### src/common/itcmPkg.sv
`default_nettype none

package itcmPkg;

	// each bank holds one 32-bit instruction per row.
	localparam int ITCM_AW = 10; // row address bits per bank.
	localparam int ITCM_DEPTH = 2 ** ITCM_AW; // rows per bank, 1024 here.

	// a row index, valid in the odd bank and in the even bank alike.
	typedef logic [ITCM_AW-1:0] itcmRowT;

	// a word index across both banks.
	// bit 0 picks the bank (1 = odd) and the upper bits pick the row.
	typedef logic [ITCM_AW:0] itcmWordAddrT;

	// two consecutive instructions, the requested one in the low half.
	typedef logic [63:0] fetchWindowT;

endpackage

`default_nettype wire
### src/common/fetchPkg.sv
`default_nettype none

package fetchPkg;

	// a byte address in the core's address space.
	typedef logic [63:0] pcT;

	// one uncompressed instruction word.
	typedef logic [31:0] instrT;

	localparam int QUEUE_DEPTH = 4; // fetch windows the queue can buffer.
	localparam pcT RESET_PC = 64'h0; // first fetch address after reset.

	// the queue count takes QUEUE_DEPTH+1 values, the pointers QUEUE_DEPTH.
	typedef logic [$clog2(QUEUE_DEPTH+1)-1:0] queueCountT;
	typedef logic [$clog2(QUEUE_DEPTH)-1:0] queuePtrT;

	// one fetched window on its way from the ITCM to decode.
	typedef struct packed {
		pcT pc; // address of the low instruction in the window.
		itcmPkg::fetchWindowT window; // low word at pc, high word at pc + 4.
		logic [1:0] slotMask; // set bits mark instructions still to hand out.
	} fetchPacketT;

endpackage

`default_nettype wire

### src/design/fetchCtrl.sv
`default_nettype none

module fetchCtrl (
	input wire logic CLK,
	input wire logic RSTn,
	input wire logic redirectEn,
	input wire fetchPkg::pcT redirectPc,
	input wire logic fetchValid,
	input wire itcmPkg::fetchWindowT fetchData,
	input wire fetchPkg::queueCountT queueCount,
	output logic fetchReq,
	output fetchPkg::pcT fetchAddr,
	output logic fetchTaken,
	output logic pushEn,
	output fetchPkg::fetchPacketT pushPacket,
	output logic flush
);
	import fetchPkg::*;

	pcT nextPc; // address of the next window to request.
	pcT reqPc; // address of the window currently in the ITCM.
	logic respStale; // stale flag for the window presented this cycle.
	logic hasCredit; // queue has room for one more window after those in flight.

	// a redirect flushes everything behind the control block at once.
	assign flush = redirectEn;

	// no request leaves in a redirect cycle, so the only window in flight then
	// is the one that arrives together with the redirect.
	assign respStale = redirectEn;

	// every stale or live response is claimed in the cycle it shows up.
	assign fetchTaken = fetchValid;
	assign pushEn = fetchValid && !respStale;

	always_comb begin
		pushPacket.pc = reqPc;
		pushPacket.window = fetchData;
		pushPacket.slotMask = 2'b11; // both instructions of a fresh window are pending.
	end

	// the live response being pushed now still counts against the queue because
	// its entry does not show in queueCount until the next cycle.
	assign hasCredit = (int'(queueCount) + int'(pushEn)) < QUEUE_DEPTH;

	assign fetchReq = hasCredit && !flush; // no request leaves in a redirect cycle.
	assign fetchAddr = nextPc;

	always_ff @(posedge CLK or negedge RSTn) begin
		if (!RSTn) begin
			nextPc <= RESET_PC;
			reqPc <= RESET_PC;
		end else begin
			if (redirectEn) begin
				nextPc <= {redirectPc[63:2], 2'b00}; // the low two bits are ignored.
			end else if (fetchReq) begin
				nextPc <= nextPc + 64'd8; // one window is two instructions.
				reqPc <= nextPc;
			end
		end
	end

endmodule

`default_nettype wire

### config.mk
export PLATFORM = sky130hd
export DESIGN_NAME = fetchCtrl
export DESIGN_NICKNAME = d
export VERILOG_FILES = /design/src/common/itcmPkg.sv /design/src/common/fetchPkg.sv /design/src/design/fetchCtrl.sv
export SDC_FILE = /design/constraint.sdc
export NUM_CORES = 1
export LEC_CHECK = 0
export BUFFER_PORTS_ARGS = -buffer_cell sky130_fd_sc_hd__buf_2
export CORE_AREA = 2 2 128 130
export CTS_CLUSTER_DIAMETER = 60
export DETAILED_ROUTE_END_ITERATION = 6
export DIE_AREA = 0 0 130 132
export PLACE_DENSITY = 0.72
export SLEW_MARGIN = 30
export SYNTH_ARGS = -nofsm -noshare
export SYNTH_HDL_FRONTEND = slang
export SYNTH_SLANG_ARGS = --single-unit
### constraint.sdc
create_clock -name CLK -period 3.1 [get_ports CLK]
set_clock_uncertainty 0.1 [all_clocks]
set_input_delay 0.62 -clock CLK [delete_from_list [all_inputs] [get_ports CLK]]
set_output_delay 0.62 -clock CLK [all_outputs]
set_load 0.005 [all_outputs]
==> impl_results.md <==
- CTS clk-pin slew, worst paths: 0.06 ns
- RR Endpoint: fetchAddr[62]
- Layout cell share with drive strength beyond 1: 0.408
- Sequential power share: 0.424
- Post-route ant nets: 0
- Rows: between 40 and 50
- IO Pins: 333
- RSZ-0062 raised after global routing: no
- Slew Viols, Final: 0
- Post-layout min period: 2.75 ns
- Clock buffer depth: 2
- Status: completed
- CTS resizes: 0
- Reg2reg path depth: 5
- Via density: ~5.4
- CP endpoint kind: register
- Drt pass-1 iters: 5
- CTS tree: built
- Largest area contributor in the netlist: dfrtp_1
- Die area: 0.0172 mm^2
- Global-route wire length before repair: 28900 um
- Post-synth ARST share: 1.00
- CP arrival: 2.99 ns
- Main synth FF type: dfrtp_1
- Cell repeated most along the worst path: nand4_1
- Initial core utilization: 0.419
- Post-DP Area: 0.00743 mm^2
- Req. time, crit path: between 3 and 4 ns
- Fin area: between 0.008 and 0.009 mm^2
- Post-CTS Setup Bufs: 0
- Final Hold Fails: 0
- Combinational Power Share: 0.161
- EDFF count, synth: 0
- Synth unique cells: 42
- Max incr delay on CP: 0.65 ns
- Final setup violating endpoints: 0
- Synth Register Bits: ~120
- Most instantiated library cell after synthesis: dfrtp_1
- I/O Buffers: around 200
- Final setup TNS: 0 ns
- Clock Sinks: 124
- P_leak: 3.53 nW
- Die width: 130 um
- Setup CP Type: register to register
- CTS Buf Count: 17
- Vias in the first global route: around 5400
- Seq/Total Area, Yosys: 0.471
- Height of the die: 132 um
- Crit-path slowest cell: nor4_1
- Syn avg cell area: around 10 um^2
- Detailed-route DRC error count: 0
- Slew HR: 0.421
- Post-synthesis cell area: 0.00659 mm^2
- Worst-margin pin slew: 0.869 ns
- Power share of the clock group: 0.415
- Nets: 925
- Gr usage total: 0.217
- Worst IR drop on VDD: between 300 and 400 uV
- Synth top cells by count: dfrtp_1 (124), buf_4 (72), mux2_2 (66)
- Syn. warnings: 0
- Largest net degree at the start of global routing: 97
- DP Wirelength: 13400 um
- Routed length per instance: 18.0 um
- Clock Latency Late Sink: between 0.4 and 0.5 ns
- Pint: 0.00358 W
- Hold Crit Class: primary input to asynchronous set/reset pin
- Max-capacitance violation count: 0
- Initial antenna violation count: 3
- Core footprint: 0.0157 mm^2
- R2r startpoint: fetchAddr[25]
- Cells after Synth: 643
- Switching Fraction: 0.264
- Synth top area share: 0.471
- Vias: between 5000 and 6000
- CP startpoint kind: register
- GP Congestion: 0.860
- CP cell instances: nand4_1 > nor4_1 > nand4_1 > or4_1 > a31oi_1
- Final cycle utilization of the critical path: 0.887
- Total wire length: 18300 um
- Area grow syn2layout: 21.9%
- Psw: 0.00128 W
- Clk root buf: clkbuf_16
- R2R Setup Slk: 0.35 ns
- Drt initial violations: approximately 290
- Top cells by area, synth: dfrtp_1 (47%), mux2_2 (11%), buf_4 (8.2%), nand2_1 (3.6%), o21ai_0 (3.1%)
- FILL cells: 1497
- Power per cell area: between 600 and 700 mW/mm^2
- Crit path max fanout: 7
- GR Overflow Total: 0
- H-tree levels: 4
- Fmax: 364 MHz
- Hold_buf cts: 0
[sequential cells by signal, summed over array words and instances (netlist names)]
name       count
fetchAddr     62
reqPc         62
[cell families (layout without fill, tap and decap cells)]
family | Yosys count | in the layout | share of synthesized area
simple gates | 227 | 227 | 0.187
flops | 124 | 124 | 0.471
buf+inv | 109 | 263 | 0.104
compound gates | 71 | 71 | 0.0648
mux | 68 | 68 | 0.116
xor+xnor | 41 | 41 | 0.0545
other cells | 2 | 7 | 0.00114
fa+ha+maj | 1 | 1 | 0.00190
[critical path: cells and delay by family (launching register included)]
kind,cells,cell delay (ns)
compound gates,1,0.17
flops,1,0.46
simple gates,4,1.94
[power groups by stage]
stage          sequential [W]  combinational (W)  clock (W)
2_1_floorplan         0.00208           0.000419          0
3_3_place_gp          0.00208           0.000771          0
3_5_place_dp          0.00209           0.000789          0
4_1_cts               0.00206           0.000793    0.00206
5_1_grt               0.00210           0.000871    0.00212
6_report              0.00206           0.000780    0.00202
[layout by cell type, fill, tap and decap left out, drive strengths merged, types with 20 or more instances in the layout]
master and n:
nand2 63, xnor2 23, clkbuf 20, o21ai 41, nand3 22, nor2 23
dfrtp 124, nand4 32, nor4 24, buf 226, mux2 66
[worst max path at each step]
stage,start,to,depth (start not counted)
4_1_cts,fetchAddr[12],fetchAddr[63],5
6_report,fetchAddr[25],fetchAddr[62],5
3_3_place_gp,fetchValid,fetchAddr[63],6
3_5_place_dp,fetchValid,fetchAddr[50],8
2_1_floorplan,fetchValid,fetchAddr[63],8
5_1_grt,fetchAddr[25],fetchAddr[62],5
[layout make-up]
cell class / instances / area [um^2] / share of cell area
sequential: 124 / 3100 / 0.386
multi-input combinational: 414 / 2820 / 0.351
timing repair buffer: 226 / 1210 / 0.151
clock buffer: 20 / 457 / 0.0569
tap: 216 / 270 / 0.0337
clock inverter: 11 / 144 / 0.0179
inverter: 6 / 22.5 / 0.00281
antenna: 1 / 2.50 / 0.000312
[per-stage QoR]
step / std cells / util / hold WS [ns] / power, W / worst slack, ns
global route: 1017 / 0.511 / 0.0850 / 0.00509 / 0.179
finish: 1018 / 0.511 / 0.0515 / 0.00486 / 0.350
floorplan: 647 / - / 0.224 / 0.00250 / 0.265
global placement: 986 / 0.473 / 0.383 / 0.00285 / 0.216
CTS: 1017 / 0.511 / 0.0726 / 0.00492 / 0.364
detailed placement: 986 / 0.473 / 0.390 / 0.00288 / 0.182
[layer usage]
layer	track usage	vias up	wire [um]
met3	0.0670	30	1390
li1	-	2534	-
met5	0	-	12
met2	0.349	225	8790
met4	0.0741	2	327
met1	0.277	2691	7830
No activity file was read; power rests on OpenSTA's default activity.
