--- src/common/itcmPkg.sv ---
`default_nettype none

package itcmPkg;

	// each bank holds one 32-bit instruction per row.
	localparam int ITCM_AW = 10; // row address bits per bank.
	localparam int ITCM_DEPTH = 2 ** ITCM_AW; // rows per bank, 1024 here.

	// a row index, valid in the odd bank and in the even bank alike.
	typedef logic [ITCM_AW-1:0] itcmRowT;

	// a word index across both banks.
	// bit 0 picks the bank (1 = odd) and the upper bits pick the row.
	typedef logic [ITCM_AW:0] itcmWordAddrT;

	// two consecutive instructions, the requested one in the low half.
	typedef logic [63:0] fetchWindowT;

endpackage

`default_nettype wire
--- src/common/fetchPkg.sv ---
`default_nettype none

package fetchPkg;

	// a byte address in the core's address space.
	typedef logic [63:0] pcT;

	// one uncompressed instruction word.
	typedef logic [31:0] instrT;

	localparam int QUEUE_DEPTH = 4; // fetch windows the queue can buffer.
	localparam pcT RESET_PC = 64'h0; // first fetch address after reset.

	// the queue count takes QUEUE_DEPTH+1 values, the pointers QUEUE_DEPTH.
	typedef logic [$clog2(QUEUE_DEPTH+1)-1:0] queueCountT;
	typedef logic [$clog2(QUEUE_DEPTH)-1:0] queuePtrT;

	// one fetched window on its way from the ITCM to decode.
	typedef struct packed {
		pcT pc; // address of the low instruction in the window.
		itcmPkg::fetchWindowT window; // low word at pc, high word at pc + 4.
		logic [1:0] slotMask; // set bits mark instructions still to hand out.
	} fetchPacketT;

endpackage

`default_nettype wire

--- src/design/fetchQueue.sv ---
`default_nettype none

module fetchQueue (
	input wire logic CLK,
	input wire logic RSTn,
	input wire logic flush,
	input wire logic pushEn,
	input wire fetchPkg::fetchPacketT pushPacket,
	input wire logic popEn,
	output logic headValid,
	output fetchPkg::fetchPacketT headPacket,
	output fetchPkg::queueCountT queueCount
);
	import fetchPkg::*;

	fetchPacketT entries [QUEUE_DEPTH]; // circular buffer of fetched windows.
	queuePtrT wrPtr; // next free entry.
	queuePtrT rdPtr; // oldest entry.
	logic doPush;
	logic doPop;

	// a push that coincides with a flush belongs to the old path.
	assign doPush = pushEn && !flush;
	assign doPop = popEn && headValid && !flush;

	assign headValid = queueCount != '0;
	assign headPacket = entries[rdPtr]; // a push is seen here one cycle later.

	always_ff @(posedge CLK) begin
		if (doPush) begin
			entries[wrPtr] <= pushPacket;
		end
	end

	always_ff @(posedge CLK or negedge RSTn) begin
		if (!RSTn) begin
			wrPtr <= '0;
			rdPtr <= '0;
			queueCount <= '0;
		end else if (flush) begin
			wrPtr <= '0; // emptied in one cycle.
			rdPtr <= '0;
			queueCount <= '0;
		end else begin
			if (doPush) begin
				wrPtr <= queuePtrT'(wrPtr + 1'b1); // depth is a power of two, so it wraps.
			end
			if (doPop) begin
				rdPtr <= queuePtrT'(rdPtr + 1'b1);
			end
			case ({doPush, doPop})
				2'b10: queueCount <= queueCountT'(queueCount + 1'b1);
				2'b01: queueCount <= queueCountT'(queueCount - 1'b1);
				default: queueCount <= queueCount; // both or neither leave it as it is.
			endcase
		end
	end

endmodule

`default_nettype wire

--- config.mk ---
export PLATFORM = sky130hd
export DESIGN_NAME = fetchQueue
export DESIGN_NICKNAME = d
export VERILOG_FILES = /design/src/common/itcmPkg.sv /design/src/common/fetchPkg.sv /design/src/design/fetchQueue.sv
export SDC_FILE = /design/constraint.sdc
export NUM_CORES = 1
export LEC_CHECK = 0
export ABC_AREA = 1
export BUFFER_PORTS_ARGS = -buffer_cell sky130_fd_sc_hd__buf_2
export CORE_AREA = 2 2 260 262
export DETAILED_ROUTE_END_ITERATION = 8
export DIE_AREA = 0 0 262 264
export SETUP_SLACK_MARGIN = 0.3
export SYNTH_ARGS = -nofsm -noshare
export SYNTH_HDL_FRONTEND = slang
export SYNTH_SLANG_ARGS = --single-unit
--- constraint.sdc ---
create_clock -name CLK -period 14.1 [get_ports CLK]
set_input_delay 2.82 -clock CLK [delete_from_list [all_inputs] [get_ports CLK]]
set_output_delay 2.82 -clock CLK [all_outputs]
set_load 0.005 [all_outputs]
==> results.md <==
* Run status: finished clean
* Port Buf Inserts at approximately 270
* Worst-case clock buffer depth at 3
* Number of standard cells after synthesis at 1317
* Detailed placement HPWL at 24.92 mm
* GRT Residual Overflow at 0
* Crit share post-route at ~45%
* Ratio of routed vias to standard cells at 4.778
* Post-CTS Hold Fix Bufs at 0
* P_leak at 0.008017 uW
* Mux share of post-synthesis cell area at 0%
* Total Power at between 3000 and 4000 uW
* Pre-Repair DR Iteration Count at 5
* Synth Area in XOR/XNOR at 0.04452%
* Post-route worst setup slack at 7.695 ns
* Final period demand of the worst path at approximately 6.4 ns
* Worst EP required at 11.28 ns
* Fraction of final layout cells with drive strength greater than 1 at 23.07%
* Post-synth net total at 1457
* Post-CTS setup repair buffer count at 0
* Clock-pin slew on the worst setup and hold paths at 0.06 ns
* Number of flip-flops and latches in the synthesized netlist at 527
* Wire length of the first global-routing pass at 69.50 mm
* Layout overhead on the synthesized area at 19.26%
* Master cell of the clock root buffer: sky130_fd_sc_hd__clkbuf_16
* Total number of vias at approximately 12000
* Post-synthesis async set-or-reset flop share at 1.328%
* Complex-gate fraction of the synthesized area at 10.89%
* Mean area per synthesized cell at between 10 and 15 sq um
* Worst setup path class: reg2out
* Number of flops mapped to enable cells by yosys at 520
* Via count of the first global-routing pass at between 10000 and 15000
* Tightest Pin Transition at 1.161 ns
* Number of distinct library cells after synthesis at 25
* IR Drop Worst-Case VDD at 0.00007880 V
* Number of nets still failing antenna checks after routing at 0
* Remaining DRCs at 0
* H-Tree Level Count at 2
* Cell type with the highest aggregate area in the netlist: sky130_fd_sc_hd__edfxtp_1
* Worst hold-check path type: reg2reg
* Number of clock sinks at between 500 and 600
* Worst Setup Slack post-DPL at 8.241 ns
* Element type at the critical path start: flip-flop
* Weighted congestion at the end of routability-driven global placement at about 0.74
* Hold Slack at a little over 0.6 ns
* Total number of placement rows at 95
* Dominant synthesized flop cell: sky130_fd_sc_hd__edfxtp_1
* Crit Path Max Fanout at 98
* Pin count of the biggest net entering global routing at 131
* Headroom to the max-slew limit at roughly 22%
* Endpoints failing hold at 0
* Critical Path Sink Type: output pin
* IO Count at about 270
* Top cell types by occurrence after synthesis: 520 x sky130_fd_sc_hd__edfxtp_1, 269 x sky130_fd_sc_hd__nor2_1, 245 x sky130_fd_sc_hd__o21ai_0
* Share of synthesized cell area in and, or, nand and nor gates at under 10%
* Summed negative setup slack over all endpoints at 0 ns
* Total routing usage reported by global routing at 13.14%
* Unrepaired setup endpoints after global routing: no
* Multi-input gate area at 3361 sq um
* Average wire per cell in the routed design at approximately 19 microns
* Area taken by flip-flops and latches at 15800 sq um
* Data arrival at the endpoint of the critical path at 3.59 ns
* Number of setup violations in the final report at 0
* Max Clk Rate at between 0.15 and 0.2 GHz
* Number of nets in the layout at 1711
* Main area contributors after synthesis: sky130_fd_sc_hd__edfxtp_1 79%, sky130_fd_sc_hd__o21ai_0 6.2%, sky130_fd_sc_hd__nor2_1 5.1%, sky130_fd_sc_hd__o22ai_1 4.1%, sky130_fd_sc_hd__dfrtp_1 0.89%
* Final Max Tran Viols at 0
* Worst reg2reg setup slack at 11.17 ns
* Number of max-capacitance violations reported at 0
* Detailed router's first-iteration violation count at ~900
* Share of synthesized area occupied by flip-flops and latches at 80.25%
* Count of yosys warnings during synthesis at 0
* Dominant combinational cell family by area after synthesis: compound AO/OA/AOI/OAI gates
* Power density over cell area at ~140 nW/um^2
* Total die area at 69170 sq um
* Core outline area at 66560 sq um
* Total clock buffers created by CTS at 55
* Area fraction of the dominant cell type after synthesis at between 70% and 80%
* Initial Utilization at between 20 and 30%
* Most used standard cell by instance count after synthesis: sky130_fd_sc_hd__edfxtp_1
* Post-synthesis instance area at 19680 sq um
* Clock tree skew after final layout at 0.02090 ns
* Final Routed Wirelength at 46.48 mm
* Clk Latency, worst-skew pair at 0.59 ns
* Total of cells resized after clock tree synthesis at 0
* Initial antenna violation count at 13
* Die height at approximately 260 microns
* Area share of fa/ha/maj cells after synthesis at 0.3561%
* CTS tree: yes
* Die outline width at 262 microns
* Fillers at 6322
-- where the power goes --
part	switching, uW	internal (uW)
registers	15.1	1760
clock network	580	776
logic	150	78.5
total	744	2620
-- cells in the final DEF, fill, tap and decap left out --
cell type,count
sky130_fd_sc_hd__a21oi_1,1
sky130_fd_sc_hd__a21oi_2,1
sky130_fd_sc_hd__buf_12,1
sky130_fd_sc_hd__buf_2,268
sky130_fd_sc_hd__buf_4,13
sky130_fd_sc_hd__bufinv_16,3
sky130_fd_sc_hd__clkbuf_1,8
sky130_fd_sc_hd__clkbuf_16,55
sky130_fd_sc_hd__clkbuf_8,2
sky130_fd_sc_hd__clkinv_1,9
sky130_fd_sc_hd__clkinv_2,8
sky130_fd_sc_hd__clkinv_4,4
sky130_fd_sc_hd__clkinvlp_4,3
sky130_fd_sc_hd__dfrtp_1,5
sky130_fd_sc_hd__dfrtp_4,2
sky130_fd_sc_hd__diode_2,6
sky130_fd_sc_hd__edfxtp_1,520
sky130_fd_sc_hd__fa_1,1
sky130_fd_sc_hd__ha_1,4
sky130_fd_sc_hd__inv_1,13
sky130_fd_sc_hd__inv_6,4
sky130_fd_sc_hd__nand2_1,13
sky130_fd_sc_hd__nand2_2,1
sky130_fd_sc_hd__nand3_2,1
sky130_fd_sc_hd__nand4_1,3
sky130_fd_sc_hd__nor2_1,265
sky130_fd_sc_hd__nor2_4,4
sky130_fd_sc_hd__nor3_1,1
sky130_fd_sc_hd__nor3_2,1
sky130_fd_sc_hd__o21ai_0,245
sky130_fd_sc_hd__o21ai_1,18
sky130_fd_sc_hd__o22ai_1,130
sky130_fd_sc_hd__xnor2_1,1
-- layer usage --
| layer | vias to the layer above | GRT usage (%) | wire [microns] | part of all wire, % |
|---|---|---|---|---|
| met3 | 103 | 4.270 | 3558 | 7.7 |
| li1 | 5492 | - | - | - |
| met5 | - | 0 | 123 | 0.26 |
| met1 | 5945 | 15.97 | 19190 | 41 |
| met4 | 18 | 3.955 | 1154 | 2.5 |
| met2 | 324 | 22.13 | 22460 | 48 |
-- through the flow --
stage	std cells	utilization [%]	cell area [sq um]
after global placement	2387	32.71	21780
after global routing	2484	35.24	23460
after floorplan	1317	-	19680
after detailed placement	2387	32.71	21780
after CTS	2481	35.23	23450
final	2487	35.25	23460
-- critical path: stages (launching register included) --
cell and delay (ns):
sky130_fd_sc_hd__dfrtp_4 0.79, sky130_fd_sc_hd__inv_6 0.64, sky130_fd_sc_hd__buf_4 0.86, sky130_fd_sc_hd__o21ai_0 0.21
sky130_fd_sc_hd__o22ai_1 0.22, sky130_fd_sc_hd__buf_2 0.15
-- sequential cells by signal (all words and copies together) (netlist names) --
register,flops
queueCount,3
rdPtr,2
wrPtr,2
entries,520
-- kinds of logic (layout without fill, tap and decap cells) --
kind of cell | after synthesis | after routing
XOR/XNOR | 1 | 1
AO/OA/AOI/OAI | 395 | 395
adder cells (fa/ha/maj) | 5 | 5
AND/OR/NAND/NOR | 289 | 289
other | 0 | 6
buffers and inverters | 100 | 391
flip-flops | 527 | 527
-- area by class of cell --
class                   count  share of cell area (%)
flip-flops and latches    527                   67.33
multi-input cells         690                   14.32
repair buffers            282                   6.218
clock buffers              65                   6.111
well taps                 873                   4.655
clock inverters            29                   1.019
inverters                  15                  0.2826
diodes                      6                 0.06399
-- path summary, 6_finish.rpt --
path	to	cells after the start	start
worst max-delay path	headPacket[23]	5	rdPtr[0]
worst min-delay path	queueCount[2]	2	queueCount[2]
worst max register to register	rdPtr[1]	5	rdPtr[0]
worst min register to register	queueCount[2]	2	queueCount[2]
max in group asynchronous	rdPtr[1]	1	RSTn
min in group asynchronous	queueCount[0]	1	RSTn
Power figures use the tool's default switching activity.
