--- src/common/itcmPkg.sv ---
`default_nettype none

package itcmPkg;

	// each bank holds one 32-bit instruction per row.
	localparam int ITCM_AW = 10; // row address bits per bank.
	localparam int ITCM_DEPTH = 2 ** ITCM_AW; // rows per bank, 1024 here.

	// a row index, valid in the odd bank and in the even bank alike.
	typedef logic [ITCM_AW-1:0] itcmRowT;

	// a word index across both banks.
	// bit 0 picks the bank (1 = odd) and the upper bits pick the row.
	typedef logic [ITCM_AW:0] itcmWordAddrT;

	// two consecutive instructions, the requested one in the low half.
	typedef logic [63:0] fetchWindowT;

endpackage

`default_nettype wire
--- src/common/fetchPkg.sv ---
`default_nettype none

package fetchPkg;

	// a byte address in the core's address space.
	typedef logic [63:0] pcT;

	// one uncompressed instruction word.
	typedef logic [31:0] instrT;

	localparam int QUEUE_DEPTH = 4; // fetch windows the queue can buffer.
	localparam pcT RESET_PC = 64'h0; // first fetch address after reset.

	// the queue count takes QUEUE_DEPTH+1 values, the pointers QUEUE_DEPTH.
	typedef logic [$clog2(QUEUE_DEPTH+1)-1:0] queueCountT;
	typedef logic [$clog2(QUEUE_DEPTH)-1:0] queuePtrT;

	// one fetched window on its way from the ITCM to decode.
	typedef struct packed {
		pcT pc; // address of the low instruction in the window.
		itcmPkg::fetchWindowT window; // low word at pc, high word at pc + 4.
		logic [1:0] slotMask; // set bits mark instructions still to hand out.
	} fetchPacketT;

endpackage

`default_nettype wire

--- src/design/instrSplitter.sv ---
`default_nettype none

module instrSplitter (
	input wire logic CLK,
	input wire logic RSTn,
	input wire logic flush,
	input wire logic headValid,
	input wire fetchPkg::fetchPacketT headPacket,
	input wire logic instrReady,
	output logic popEn,
	output logic instrValid,
	output fetchPkg::pcT instrPc,
	output fetchPkg::instrT instr
);
	import fetchPkg::*;

	logic slotQ; // set once the low instruction of the head has gone out.
	logic curSlot; // slot handed out this cycle, 1 is the high word.
	logic lastSlot; // nothing of the head is left after this slot.
	logic accept; // decode takes the instruction this cycle.

	// a packet whose low slot is already consumed starts on the high one.
	assign curSlot = slotQ || !headPacket.slotMask[0];
	assign lastSlot = curSlot || !headPacket.slotMask[1];

	// nothing is offered in a redirect cycle, the head is from the old path.
	assign instrValid = headValid && headPacket.slotMask[curSlot] && !flush;
	assign accept = instrValid && instrReady;

	assign instr = curSlot ? headPacket.window[63:32] : headPacket.window[31:0];
	assign instrPc = curSlot ? headPacket.pc + 64'd4 : headPacket.pc;

	assign popEn = accept && lastSlot; // the head is done once its last slot goes.

	always_ff @(posedge CLK or negedge RSTn) begin
		if (!RSTn) begin
			slotQ <= 1'b0;
		end else if (flush || popEn) begin
			slotQ <= 1'b0; // the next head starts from its low word.
		end else if (accept) begin
			slotQ <= 1'b1; // low word taken, high word next.
		end
	end

endmodule

`default_nettype wire

--- config.mk ---
export PLATFORM = sky130hd
export DESIGN_NAME = instrSplitter
export DESIGN_NICKNAME = d
export VERILOG_FILES = /design/src/common/itcmPkg.sv /design/src/common/fetchPkg.sv /design/src/design/instrSplitter.sv
export SDC_FILE = /design/constraint.sdc
export NUM_CORES = 1
export LEC_CHECK = 0
export ABC_AREA = 0
export BUFFER_PORTS_ARGS = -buffer_cell sky130_fd_sc_hd__buf_2
export CAP_MARGIN = 10
export CORE_AREA = 4 4 88 90
export DETAILED_ROUTE_END_ITERATION = 6
export DIE_AREA = 0 0 92 94
export PLACE_DENSITY = 0.77
export SKIP_LAST_GASP = 1
export SLEW_MARGIN = 0
export SYNTH_ARGS = -nofsm -noshare
export SYNTH_HDL_FRONTEND = slang
export SYNTH_SLANG_ARGS = --single-unit
--- constraint.sdc ---
create_clock -name CLK -period 4.6 [get_ports CLK]
set_input_delay 0.69 -clock CLK [delete_from_list [all_inputs] [get_ports CLK]]
set_output_delay 0.69 -clock CLK [all_outputs]
set_load 0.01 [all_outputs]
==> run_summary.xml, run 1 <==
<?xml version="1.0" encoding="UTF-8"?>
<metrics>
  <group name="floorplan">
    <metric name="row_count" unit="">31</metric>
    <metric name="die_width" unit="um">92</metric>
    <metric name="fp.dieArea" unit="mm2">0.00865</metric>
    <metric name="initial_utilization" unit="%">25.2</metric>
    <metric name="core_area" unit="mm2">0.00706</metric>
    <metric name="chipHeight" unit="um">94</metric>
    <metric name="io_pins" unit="">233</metric>
  </group>
  <group name="worst_setup_path">
    <metric name="cp.required" unit="ns">3.91</metric>
    <metric name="crit_buf_inv" unit="">2</metric>
    <metric name="worstPathArrival" unit="ns">3.26</metric>
    <metric name="critPathLaunchType" unit="">input pin</metric>
    <metric name="worstPathMaxFanout" unit="">39</metric>
    <metric name="r2r_setup_slack" unit="ns">3.43</metric>
    <metric name="worst_setup_path_end_kind" unit="">output pin</metric>
    <metric name="setup.worst_path.class" unit="">input pin to output pin</metric>
    <metric name="crit_family" unit="">simple AND/OR/NAND/NOR gates</metric>
    <metric name="timing.critical_path.mode_cell" unit="">sky130_fd_sc_hd__buf_2</metric>
    <metric name="crit_path_top_delay_cell" unit="">sky130_fd_sc_hd__or4b_1</metric>
    <metric name="crit_chain" unit="">buf_2, and2b_2, nor4_4, or4b_1, nor3_1, xnor2_1, buf_2</metric>
    <metric name="crit_path_max_incr_delay" unit="ns">0.77</metric>
  </group>
  <group name="finish">
    <metric name="largest_registers" unit="">slotQ x1</metric>
    <metric name="syn_to_final_growth" unit="%">68.0</metric>
    <metric name="largest_register_ff_count" unit="">1</metric>
    <metric name="finalCoreUtilization" unit="%">42.4</metric>
    <metric name="nNetsFinal" unit="">668</metric>
    <metric name="post_route_cells_drive_above_1_share" unit="%">46.0</metric>
    <metric name="max_flop_register" unit="">slotQ</metric>
    <metric name="insertedDiodeCount" unit="">0</metric>
  </group>
  <group name="power">
    <metric name="ir_drop_worst_vdd" unit="mV">0.0728</metric>
    <metric name="p_per_area" unit="mW/mm2">84.7</metric>
    <metric name="combPwrFrac" unit="%">96.3</metric>
    <metric name="leakagePower" unit="uW">0.00168</metric>
    <metric name="switching_share" unit="%">52.5</metric>
    <metric name="power.share.clock" unit="%">0</metric>
    <metric name="internal_power" unit="uW">120</metric>
    <metric name="seq_power_share" unit="%">3.7</metric>
    <metric name="switchingPower" unit="uW">133</metric>
  </group>
  <group name="synthesis">
    <metric name="synth.most_common_cell" unit="">sky130_fd_sc_hd__nand2_1</metric>
    <metric name="post_synth_num_cell_types" unit="">35</metric>
    <metric name="async_sr_flop_fraction" unit="%">100</metric>
    <metric name="edff_count_synth" unit="">0</metric>
    <metric name="synth.cells.most_frequent" unit="">124 x sky130_fd_sc_hd__nand2_1, 32 x sky130_fd_sc_hd__xnor2_1, 29 x sky130_fd_sc_hd__xor2_1</metric>
    <metric name="synth_seq_cells" unit="">1</metric>
    <metric name="yosysTopAreaCell" unit="">sky130_fd_sc_hd__nand2_1</metric>
    <metric name="synth_top_cells_by_area" unit="">sky130_fd_sc_hd__nand2_1 26%, sky130_fd_sc_hd__xnor2_1 16%, sky130_fd_sc_hd__xor2_1 14%</metric>
    <metric name="syn_area_per_cell" unit="um2">5.67</metric>
    <metric name="area_of_the_mapped_netlist" unit="mm2">0.00178</metric>
    <metric name="synth-seq-area-share" unit="%">1.41</metric>
    <metric name="syn-num-nets" unit="">450</metric>
    <metric name="syn_inst" unit="">314</metric>
    <metric name="synth-main-ff-cell" unit="">sky130_fd_sc_hd__dfrtp_1</metric>
    <metric name="synth_warnings" unit="">0</metric>
    <metric name="yosys.area.top_type_share" unit="%">26.1</metric>
  </group>
  <group name="routing">
    <metric name="first_iter_violations" unit="">41</metric>
    <metric name="drcViolationCount" unit="">0</metric>
    <metric name="dr_total_vias" unit="">2830</metric>
    <metric name="totalWireLength" unit="um">7690</metric>
    <metric name="detail-route-antenna-nets" unit="">0</metric>
    <metric name="detailedRoute.firstPassIterationCount" unit="">4</metric>
    <metric name="post_drt_wl_per_cell" unit="um">12.2</metric>
    <metric name="detail_route.vias_per_cell" unit="">4.50</metric>
  </group>
  <group name="clock_network">
    <metric name="clkLatencyLatePin" unit="ns">0</metric>
    <metric name="clk_transition_reported_paths" unit="ns">0</metric>
    <metric name="post_cts_resize_count" unit="">0</metric>
    <metric name="holdBufCountCts" unit="">0</metric>
    <metric name="postCtsSetupBuffers" unit="">0</metric>
  </group>
  <group name="timing">
    <metric name="whs" unit="ns">0.467</metric>
    <metric name="max-slew-margin-rel" unit="%">47.5</metric>
    <metric name="maxClockFrequency" unit="MHz">253</metric>
    <metric name="finalClockSkew" unit="ns">0</metric>
    <metric name="hold_viol_final" unit="">0</metric>
    <metric name="maxSlewViolCount" unit="">0</metric>
    <metric name="period_share" unit="%">85.9</metric>
    <metric name="rsz_0062_raised_after_global_routing" unit="">no</metric>
    <metric name="setup_viol_count_final" unit="">0</metric>
    <metric name="worst-slew-pin-transition" unit="ns">0.780</metric>
    <metric name="tns" unit="ns">0</metric>
    <metric name="final.min_clock_period" unit="ns">3.95</metric>
  </group>
  <group name="global_route">
    <metric name="globalRoute.totalOverflow" unit="">0</metric>
    <metric name="via_count_of_the_first_global_routing_pass" unit="">2622</metric>
    <metric name="antenna_found_initial" unit="">0</metric>
    <metric name="global_route_wire_length_before_repair" unit="um">11700</metric>
    <metric name="grt_max_degree" unit="">40</metric>
    <metric name="track_usage" unit="%">15.8</metric>
  </group>
  <group name="run">
    <metric name="timing.max_cap.violations" unit="">0</metric>
  </group>
  <group name="placement">
    <metric name="placement.io_buffers" unit="">228</metric>
    <metric name="post-dp-hpwl" unit="um">6910</metric>
    <metric name="final_replace_weighted_congestion" unit="">0.880</metric>
  </group>
  <group name="hold_path">
    <metric name="hold_path.class" unit="">input pin to async pin</metric>
  </group>
  <group name="run_status">
    <metric name="status" unit="">complete, no violations</metric>
  </group>
</metrics>
[cells by family after synthesis]
kind of cell             Yosys count  synth area share, %
AO/OA/AOI/OAI                      1                0.281
XOR/XNOR                          61                 30.0
adder cells (fa/ha/maj)            1                0.703
buffers and inverters             21                 5.34
flip-flops                         1                 1.41
AND/OR/NAND/NOR                  229                 62.3
[layout make-up]
type,instances,area [um2]
well taps,99,124
fillers,755,4070
flip-flops and latches,1,25.0
multi-input cells,292,1660
inverters,7,26.3
repair buffers,230,1160
[final timing paths]
kind                                     from     endpoint  cells after the start
worst max-delay path            headPacket[0]  instrPc[59]                      7
worst max register to register          slotQ        slotQ                      4
max in group asynchronous                RSTn        slotQ                      1
min in group CLK                        slotQ        slotQ                      2
worst min register to register          slotQ        slotQ                      2
worst min-delay path                     RSTn        slotQ                      1
[metrics by stage]
stage               setup slack, ns  power, uW  cells  area, um2
floorplan                      1.33        116    314       1780
global placement              0.739        252    629       2990
detailed placement            0.626        255    629       2990
CTS                           0.635        256    629       2990
global route                  0.477        278    629       2990
finish                        0.651        254    629       2990
[layout by cell type, fill, tap and decap left out, types with 2 or more instances in the layout]
master,Yosys,final
sky130_fd_sc_hd__nand3_1,21,21
sky130_fd_sc_hd__inv_1,7,7
sky130_fd_sc_hd__nor2_1,24,24
sky130_fd_sc_hd__nand4_1,15,15
sky130_fd_sc_hd__xor2_1,29,29
sky130_fd_sc_hd__nor4_4,2,2
sky130_fd_sc_hd__buf_2,1,228
sky130_fd_sc_hd__and3_2,3,3
sky130_fd_sc_hd__and4_1,2,2
sky130_fd_sc_hd__xnor2_1,32,32
sky130_fd_sc_hd__and3_1,8,8
sky130_fd_sc_hd__nor3_1,15,15
sky130_fd_sc_hd__buf_4,2,2
sky130_fd_sc_hd__nand2_1,124,124
[power by group through the flow]
stage / Sequential, uW / Clock (uW) / Combinational (uW)
floorplan: 9.35 / 0 / 107
global placement: 9.39 / 0 / 242
detailed placement: 9.39 / 0 / 245
CTS: 9.39 / 0 / 246
global route: 9.43 / 0 / 269
finish: 9.39 / 0 / 244
[per-layer routing]
metal  share of wire, %  vias to the layer above  GRT usage (%)
met5                  0                        -              0
met4               0.16                        0          0.495
met3                 12                        2           4.17
met2                 51                      141           31.0
met1                 37                     1217           17.9
li1                   -                     1470              -
No activity file was read; power rests on OpenSTA's default activity.
==> inputs of run 2 (changes only) <==
- GPL_ROUTABILITY_DRIVEN: default -> 0
- RECOVER_POWER: default -> 100
==> run_summary.xml, run 2 (synthesis results as in run 1) <==
<?xml version="1.0" encoding="UTF-8"?>
<metrics>
  <group name="worst_setup_path">
    <metric name="cp.required" unit="ns">3.91</metric>
    <metric name="reg2reg_depth" unit="">5</metric>
    <metric name="worstPathArrival" unit="ns">3.32</metric>
    <metric name="worstSetupEndpoint" unit="">instrPc[60]</metric>
    <metric name="worstPathMaxFanout" unit="">39</metric>
    <metric name="critPathLaunchType" unit="">input pin</metric>
    <metric name="r2r_setup_slack" unit="ns">2.65</metric>
    <metric name="worstReg2RegStart" unit="">slotQ</metric>
    <metric name="crit_start" unit="">headPacket[0]</metric>
    <metric name="worstReg2RegEnd" unit="">slotQ</metric>
    <metric name="setup.worst_path.class" unit="">input pin to output pin</metric>
    <metric name="worst_setup_path_end_kind" unit="">output pin</metric>
  </group>
  <group name="global_route">
    <metric name="global_route_wire_length_before_repair" unit="um">12000</metric>
    <metric name="via_count_of_the_first_global_routing_pass" unit="">2692</metric>
    <metric name="globalRoute.totalOverflow" unit="">0</metric>
    <metric name="antenna_found_initial" unit="">0</metric>
    <metric name="grt_max_degree" unit="">40</metric>
    <metric name="track_usage" unit="%">16.1</metric>
  </group>
  <group name="routing">
    <metric name="post_drt_wl_per_cell" unit="um">12.6</metric>
    <metric name="detail_route.vias_per_cell" unit="">4.57</metric>
    <metric name="first_iter_violations" unit="">44</metric>
    <metric name="dr_total_vias" unit="">2875</metric>
    <metric name="totalWireLength" unit="um">7900</metric>
    <metric name="detailedRoute.firstPassIterationCount" unit="">5</metric>
    <metric name="drcViolationCount" unit="">0</metric>
    <metric name="detail-route-antenna-nets" unit="">0</metric>
  </group>
  <group name="placement">
    <metric name="dp_cells" unit="">629</metric>
    <metric name="post-dp-hpwl" unit="um">7050</metric>
    <metric name="placement.io_buffers" unit="">228</metric>
  </group>
  <group name="run">
    <metric name="timing.max_cap.violations" unit="">0</metric>
  </group>
  <group name="floorplan">
    <metric name="chipHeight" unit="um">94</metric>
    <metric name="fp.dieArea" unit="mm2">0.00865</metric>
    <metric name="row_count" unit="">31</metric>
    <metric name="initial_utilization" unit="%">25.2</metric>
    <metric name="core_area" unit="mm2">0.00706</metric>
    <metric name="die_width" unit="um">92</metric>
    <metric name="io_pins" unit="">233</metric>
  </group>
  <group name="power">
    <metric name="totalPowerFinal" unit="uW">241</metric>
    <metric name="ir_drop_worst_vdd" unit="mV">0.0692</metric>
    <metric name="leakagePower" unit="uW">0.00140</metric>
    <metric name="p_per_area" unit="mW/mm2">84.7</metric>
  </group>
  <group name="timing">
    <metric name="whs" unit="ns">0.466</metric>
    <metric name="setup_viol_count_final" unit="">0</metric>
    <metric name="maxClockFrequency" unit="MHz">250</metric>
    <metric name="tns" unit="ns">0</metric>
    <metric name="final.min_clock_period" unit="ns">4.01</metric>
    <metric name="max-slew-margin-rel" unit="%">38.3</metric>
    <metric name="worst-slew-pin-transition" unit="ns">0.925</metric>
    <metric name="hold_viol_final" unit="">0</metric>
    <metric name="period_share" unit="%">87.1</metric>
    <metric name="maxSlewViolCount" unit="">0</metric>
    <metric name="rsz_0062_raised_after_global_routing" unit="">no</metric>
    <metric name="finalClockSkew" unit="ns">0</metric>
  </group>
  <group name="finish">
    <metric name="largest_register_ff_count" unit="">1</metric>
    <metric name="finalCoreUtilization" unit="%">40.4</metric>
    <metric name="fillers" unit="">821</metric>
    <metric name="post_route_cells_drive_above_1_share" unit="%">28.3</metric>
    <metric name="max_flop_register" unit="">slotQ</metric>
    <metric name="nNetsFinal" unit="">668</metric>
    <metric name="insertedDiodeCount" unit="">0</metric>
    <metric name="mostFrequentLayoutCell" unit="">sky130_fd_sc_hd__buf_2</metric>
    <metric name="final_cells" unit="">629</metric>
    <metric name="largest_registers" unit="">slotQ x1</metric>
    <metric name="area_of_combinational_cells_with_multiple_inputs" unit="mm2">0.00164</metric>
    <metric name="ff_latch_area" unit="um2">25.0</metric>
    <metric name="syn_to_final_growth" unit="%">60.1</metric>
    <metric name="mostFrequentLayoutCells" unit="">139 x sky130_fd_sc_hd__buf_2, 124 x sky130_fd_sc_hd__nand2_1, 91 x sky130_fd_sc_hd__clkbuf_1</metric>
  </group>
  <group name="hold_path">
    <metric name="hold_path.class" unit="">input pin to async pin</metric>
  </group>
  <group name="clock_network">
    <metric name="post_cts_resize_count" unit="">0</metric>
    <metric name="clkLatencyLatePin" unit="ns">0</metric>
    <metric name="holdBufCountCts" unit="">0</metric>
    <metric name="postCtsSetupBuffers" unit="">0</metric>
    <metric name="clk_transition_reported_paths" unit="ns">0</metric>
  </group>
  <group name="run_status">
    <metric name="status" unit="">complete, no violations</metric>
  </group>
</metrics>
-- run 2: critical path, stage by stage --
cell,delay [ns]
sky130_fd_sc_hd__buf_2,0.10
sky130_fd_sc_hd__and2b_2,0.43
sky130_fd_sc_hd__or4b_1,0.71
sky130_fd_sc_hd__or4_1,0.70
sky130_fd_sc_hd__nor4_1,0.36
sky130_fd_sc_hd__xor2_1,0.17
sky130_fd_sc_hd__buf_2,0.15
-- run 2: area by class of cell --
type	instances	share of cell area [%]
multi-input combinational	292	57.5
timing repair buffer	230	36.4
tap	99	4.35
inverter	7	0.922
sequential	1	0.878
-- run 2: layer usage --
layer	GRT usage, %	share of wire (%)
met4	0.866	0.44
met5	0	0
met3	3.04	10
met1	18.5	38
met2	32.2	51
-- run 2: metrics by stage --
step / setup WS (ns) / area, um2
after floorplan: 1.33 / 1780
after global placement: 0.741 / 2990
after detailed placement: 0.644 / 2990
after CTS: 0.663 / 2990
after global routing: 0.421 / 2850
final: 0.595 / 2850
-- run 2: how the worst min path moves through the flow --
stage,endpoint,slack (ns),cells after the start
after floorplan,slotQ,0.39,0
after global placement,slotQ,0.47,1
after detailed placement,slotQ,0.47,1
after CTS,slotQ,0.47,1
after global routing,slotQ,0.47,1
final,slotQ,0.47,1
-- run 2: report_power, final --
| group | switching (uW) | internal [uW] |
|---|---|---|
| combinational | 135 | 96.7 |
| clock | 0 | 0 |
| sequential | 0.147 | 9.23 |
==> inputs of run 3 (changes only) <==
- ABC_AREA: 0 -> 1
- CORE_AREA: 4 4 88 90 -> default
- CORE_ASPECT_RATIO: default -> 0.7
- CORE_MARGIN: default -> 4
- CORE_UTILIZATION: default -> 43
- DIE_AREA: 0 0 92 94 -> default
- MAX_ROUTING_LAYER: default -> met4
- PLACE_DENSITY: 0.77 -> 0.95
==> run_summary.xml, run 3 <==
<?xml version="1.0" encoding="UTF-8"?>
<metrics>
  <group name="worst_setup_path">
    <metric name="worstSetupPathDepth" unit="">10</metric>
    <metric name="worstReg2RegStart" unit="">slotQ</metric>
    <metric name="cp.required" unit="ns">3.91</metric>
    <metric name="critPathLaunchType" unit="">input pin</metric>
    <metric name="crit_path_max_incr_delay" unit="ns">0.78</metric>
    <metric name="worstReg2RegEnd" unit="">slotQ</metric>
    <metric name="timing.critical_path.mode_cell" unit="">sky130_fd_sc_hd__nand2_1</metric>
    <metric name="reg2reg_depth" unit="">7</metric>
    <metric name="crit_family" unit="">simple AND/OR/NAND/NOR gates</metric>
    <metric name="crit_path_top_delay_cell" unit="">sky130_fd_sc_hd__nand2_1</metric>
    <metric name="r2r_setup_slack" unit="ns">2.32</metric>
    <metric name="crit_start" unit="">headPacket[0]</metric>
    <metric name="setup.worst_path.class" unit="">input pin to output pin</metric>
    <metric name="worstPathArrival" unit="ns">3.06</metric>
    <metric name="worstSetupEndpoint" unit="">instrPc[58]</metric>
    <metric name="worst_setup_path_end_kind" unit="">output pin</metric>
    <metric name="crit_buf_inv" unit="">3</metric>
    <metric name="worstPathMaxFanout" unit="">36</metric>
    <metric name="crit_chain" unit="">buf_2, nand2_1, nand2_1, nor2_1, nand2_1, nor2_1, nand4_1, nand2_1, inv_1, buf_2</metric>
  </group>
  <group name="timing">
    <metric name="max-slew-margin-rel" unit="%">22.3</metric>
    <metric name="hold_viol_final" unit="">0</metric>
    <metric name="worst-slew-pin-transition" unit="ns">1.16</metric>
    <metric name="period_share" unit="%">81.4</metric>
    <metric name="finalClockSkew" unit="ns">0</metric>
    <metric name="final.min_clock_period" unit="ns">3.75</metric>
    <metric name="maxClockFrequency" unit="MHz">267</metric>
    <metric name="postLayoutSetupSlackWorst" unit="ns">0.854</metric>
    <metric name="setup_viol_count_final" unit="">0</metric>
    <metric name="maxSlewViolCount" unit="">0</metric>
    <metric name="rsz_0062_raised_after_global_routing" unit="">no</metric>
    <metric name="tns" unit="ns">0</metric>
  </group>
  <group name="power">
    <metric name="power.share.clock" unit="%">0</metric>
    <metric name="p_per_area" unit="mW/mm2">81.6</metric>
    <metric name="leakagePower" unit="uW">0.00211</metric>
    <metric name="switching_share" unit="%">60.2</metric>
    <metric name="ir_drop_worst_vdd" unit="mV">0.0687</metric>
    <metric name="switchingPower" unit="uW">183</metric>
    <metric name="totalPowerFinal" unit="uW">304</metric>
    <metric name="combPwrFrac" unit="%">96.7</metric>
    <metric name="internal_power" unit="uW">121</metric>
    <metric name="seq_power_share" unit="%">3.3</metric>
  </group>
  <group name="finish">
    <metric name="mostFrequentLayoutCell" unit="">sky130_fd_sc_hd__nand2_1</metric>
    <metric name="syn_to_final_growth" unit="%">37.1</metric>
    <metric name="max_flop_register" unit="">slotQ</metric>
    <metric name="largest_register_ff_count" unit="">1</metric>
    <metric name="post_route_cells_drive_above_1_share" unit="%">26.2</metric>
    <metric name="mostFrequentLayoutCells" unit="">238 x sky130_fd_sc_hd__nand2_1, 158 x sky130_fd_sc_hd__buf_2, 76 x sky130_fd_sc_hd__nor2_1</metric>
    <metric name="nNetsFinal" unit="">898</metric>
    <metric name="finalCoreUtilization" unit="%">62.9</metric>
    <metric name="insertedDiodeCount" unit="">0</metric>
    <metric name="largest_registers" unit="">slotQ x1</metric>
  </group>
  <group name="clock_network">
    <metric name="clkLatencyLatePin" unit="ns">0</metric>
    <metric name="postCtsSetupBuffers" unit="">0</metric>
    <metric name="post_cts_resize_count" unit="">0</metric>
    <metric name="holdBufCountCts" unit="">0</metric>
    <metric name="clk_transition_reported_paths" unit="ns">0</metric>
  </group>
  <group name="routing">
    <metric name="drcViolationCount" unit="">0</metric>
    <metric name="detail-route-antenna-nets" unit="">0</metric>
    <metric name="totalWireLength" unit="um">11900</metric>
    <metric name="first_iter_violations" unit="">373</metric>
    <metric name="detail_route.vias_per_cell" unit="">5.10</metric>
    <metric name="dr_total_vias" unit="">4262</metric>
    <metric name="post_drt_wl_per_cell" unit="um">14.3</metric>
    <metric name="detailedRoute.firstPassIterationCount" unit="">5</metric>
  </group>
  <group name="synthesis">
    <metric name="synth_seq_cells" unit="">1</metric>
    <metric name="synth.most_common_cell" unit="">sky130_fd_sc_hd__nand2_1</metric>
    <metric name="synth_warnings" unit="">0</metric>
    <metric name="edff_count_synth" unit="">0</metric>
    <metric name="area_of_the_mapped_netlist" unit="mm2">0.00272</metric>
    <metric name="synth_top_cells_by_area" unit="">sky130_fd_sc_hd__nand2_1 32%, sky130_fd_sc_hd__nor2_1 9.4%, sky130_fd_sc_hd__inv_1 8.1%</metric>
    <metric name="yosysTopAreaCell" unit="">sky130_fd_sc_hd__nand2_1</metric>
    <metric name="synth-seq-area-share" unit="%">0.920</metric>
    <metric name="syn_inst" unit="">540</metric>
    <metric name="syn-num-nets" unit="">676</metric>
    <metric name="post_synth_num_cell_types" unit="">27</metric>
    <metric name="synth-main-ff-cell" unit="">sky130_fd_sc_hd__dfrtp_1</metric>
    <metric name="syn_area_per_cell" unit="um2">5.04</metric>
    <metric name="synth.cells.most_frequent" unit="">229 x sky130_fd_sc_hd__nand2_1, 68 x sky130_fd_sc_hd__nor2_1, 59 x sky130_fd_sc_hd__inv_1</metric>
    <metric name="yosys.area.top_type_share" unit="%">31.6</metric>
    <metric name="async_sr_flop_fraction" unit="%">100</metric>
  </group>
  <group name="hold_path">
    <metric name="hold_path.class" unit="">input pin to async pin</metric>
  </group>
  <group name="floorplan">
    <metric name="chipHeight" unit="um">74.5</metric>
    <metric name="fp.dieArea" unit="mm2">0.00768</metric>
    <metric name="initial_utilization" unit="%">45.9</metric>
    <metric name="die_width" unit="um">103</metric>
    <metric name="row_count" unit="">23</metric>
    <metric name="core_area" unit="mm2">0.00593</metric>
    <metric name="io_pins" unit="">233</metric>
  </group>
  <group name="placement">
    <metric name="placement.io_buffers" unit="">228</metric>
    <metric name="post-dp-hpwl" unit="um">10700</metric>
    <metric name="dpl_worst_slack" unit="ns">1.54</metric>
  </group>
  <group name="run">
    <metric name="timing.max_cap.violations" unit="">0</metric>
  </group>
  <group name="global_route">
    <metric name="globalRoute.totalOverflow" unit="">0</metric>
    <metric name="via_count_of_the_first_global_routing_pass" unit="">3892</metric>
    <metric name="grt_max_degree" unit="">37</metric>
    <metric name="antenna_found_initial" unit="">0</metric>
    <metric name="track_usage" unit="%">30.3</metric>
    <metric name="global_route_wire_length_before_repair" unit="um">18300</metric>
  </group>
  <group name="run_status">
    <metric name="status" unit="">complete, no violations</metric>
  </group>
</metrics>
-- run 3: per-layer routing --
metal  global-route usage, %  routed length (um)  vias to the layer above
met5                       -                   0                        -
met4                    4.02                 165                        0
met3                    3.56                1570                       33
met2                    50.7                5580                      287
met1                    40.4                4600                     1839
li1                        -                   -                     2103
-- run 3: cell type report --
| class | count | area, um2 |
|---|---|---|
| flip-flops and latches | 1 | 25.0 |
| fillers | 629 | 2200 |
| well taps | 75 | 93.8 |
| multi-input cells | 465 | 2300 |
| repair buffers | 229 | 1060 |
| inverters | 65 | 244 |
-- run 3: worst register-to-register path, cell delays in order (launching register included) --
cell	delay, ns
sky130_fd_sc_hd__dfrtp_1	0.36
sky130_fd_sc_hd__nor2_1	0.88
sky130_fd_sc_hd__buf_4	0.40
sky130_fd_sc_hd__o21ai_0	0.10
sky130_fd_sc_hd__nor2_1	0.16
sky130_fd_sc_hd__nand3_1	0.12
sky130_fd_sc_hd__nand2_1	0.09
sky130_fd_sc_hd__inv_1	0.04
-- run 3: power groups by stage --
stage / clock [uW] / sequential (uW) / combinational [uW]
2_1_floorplan: 0 / 9.99 / 146
3_3_place_gp: 0 / 10.1 / 297
3_5_place_dp: 0 / 10.2 / 305
4_1_cts: 0 / 10.2 / 306
5_1_grt: 0 / 10.1 / 324
6_report: 0 / 10.0 / 294
-- run 3: cell families after synthesis --
family	Yosys count	share of synthesized area (%)
flops	1	0.920
fa+ha+maj	1	0.460
simple gates	416	72.6
xor+xnor	43	14.4
buf+inv	74	10.6
compound gates	5	1.01
-- run 3: stage by stage --
step           instances  instance area [um2]  hold slack [ns]
3_5_place_dp         835                 3920            0.480
6_report             835                 3730            0.481
5_1_grt              835                 3730            0.499
3_3_place_gp         835                 3920            0.472
4_1_cts              835                 3920            0.481
2_1_floorplan        540                 2720            0.394
-- run 3: how the worst min path moves through the flow --
stage          start    end  slack (ns)  cells after the start
2_1_floorplan   RSTn  slotQ        0.39                      0
3_3_place_gp    RSTn  slotQ        0.47                      1
3_5_place_dp    RSTn  slotQ        0.48                      1
4_1_cts         RSTn  slotQ        0.48                      1
5_1_grt         RSTn  slotQ        0.50                      1
6_report        RSTn  slotQ        0.48                      1
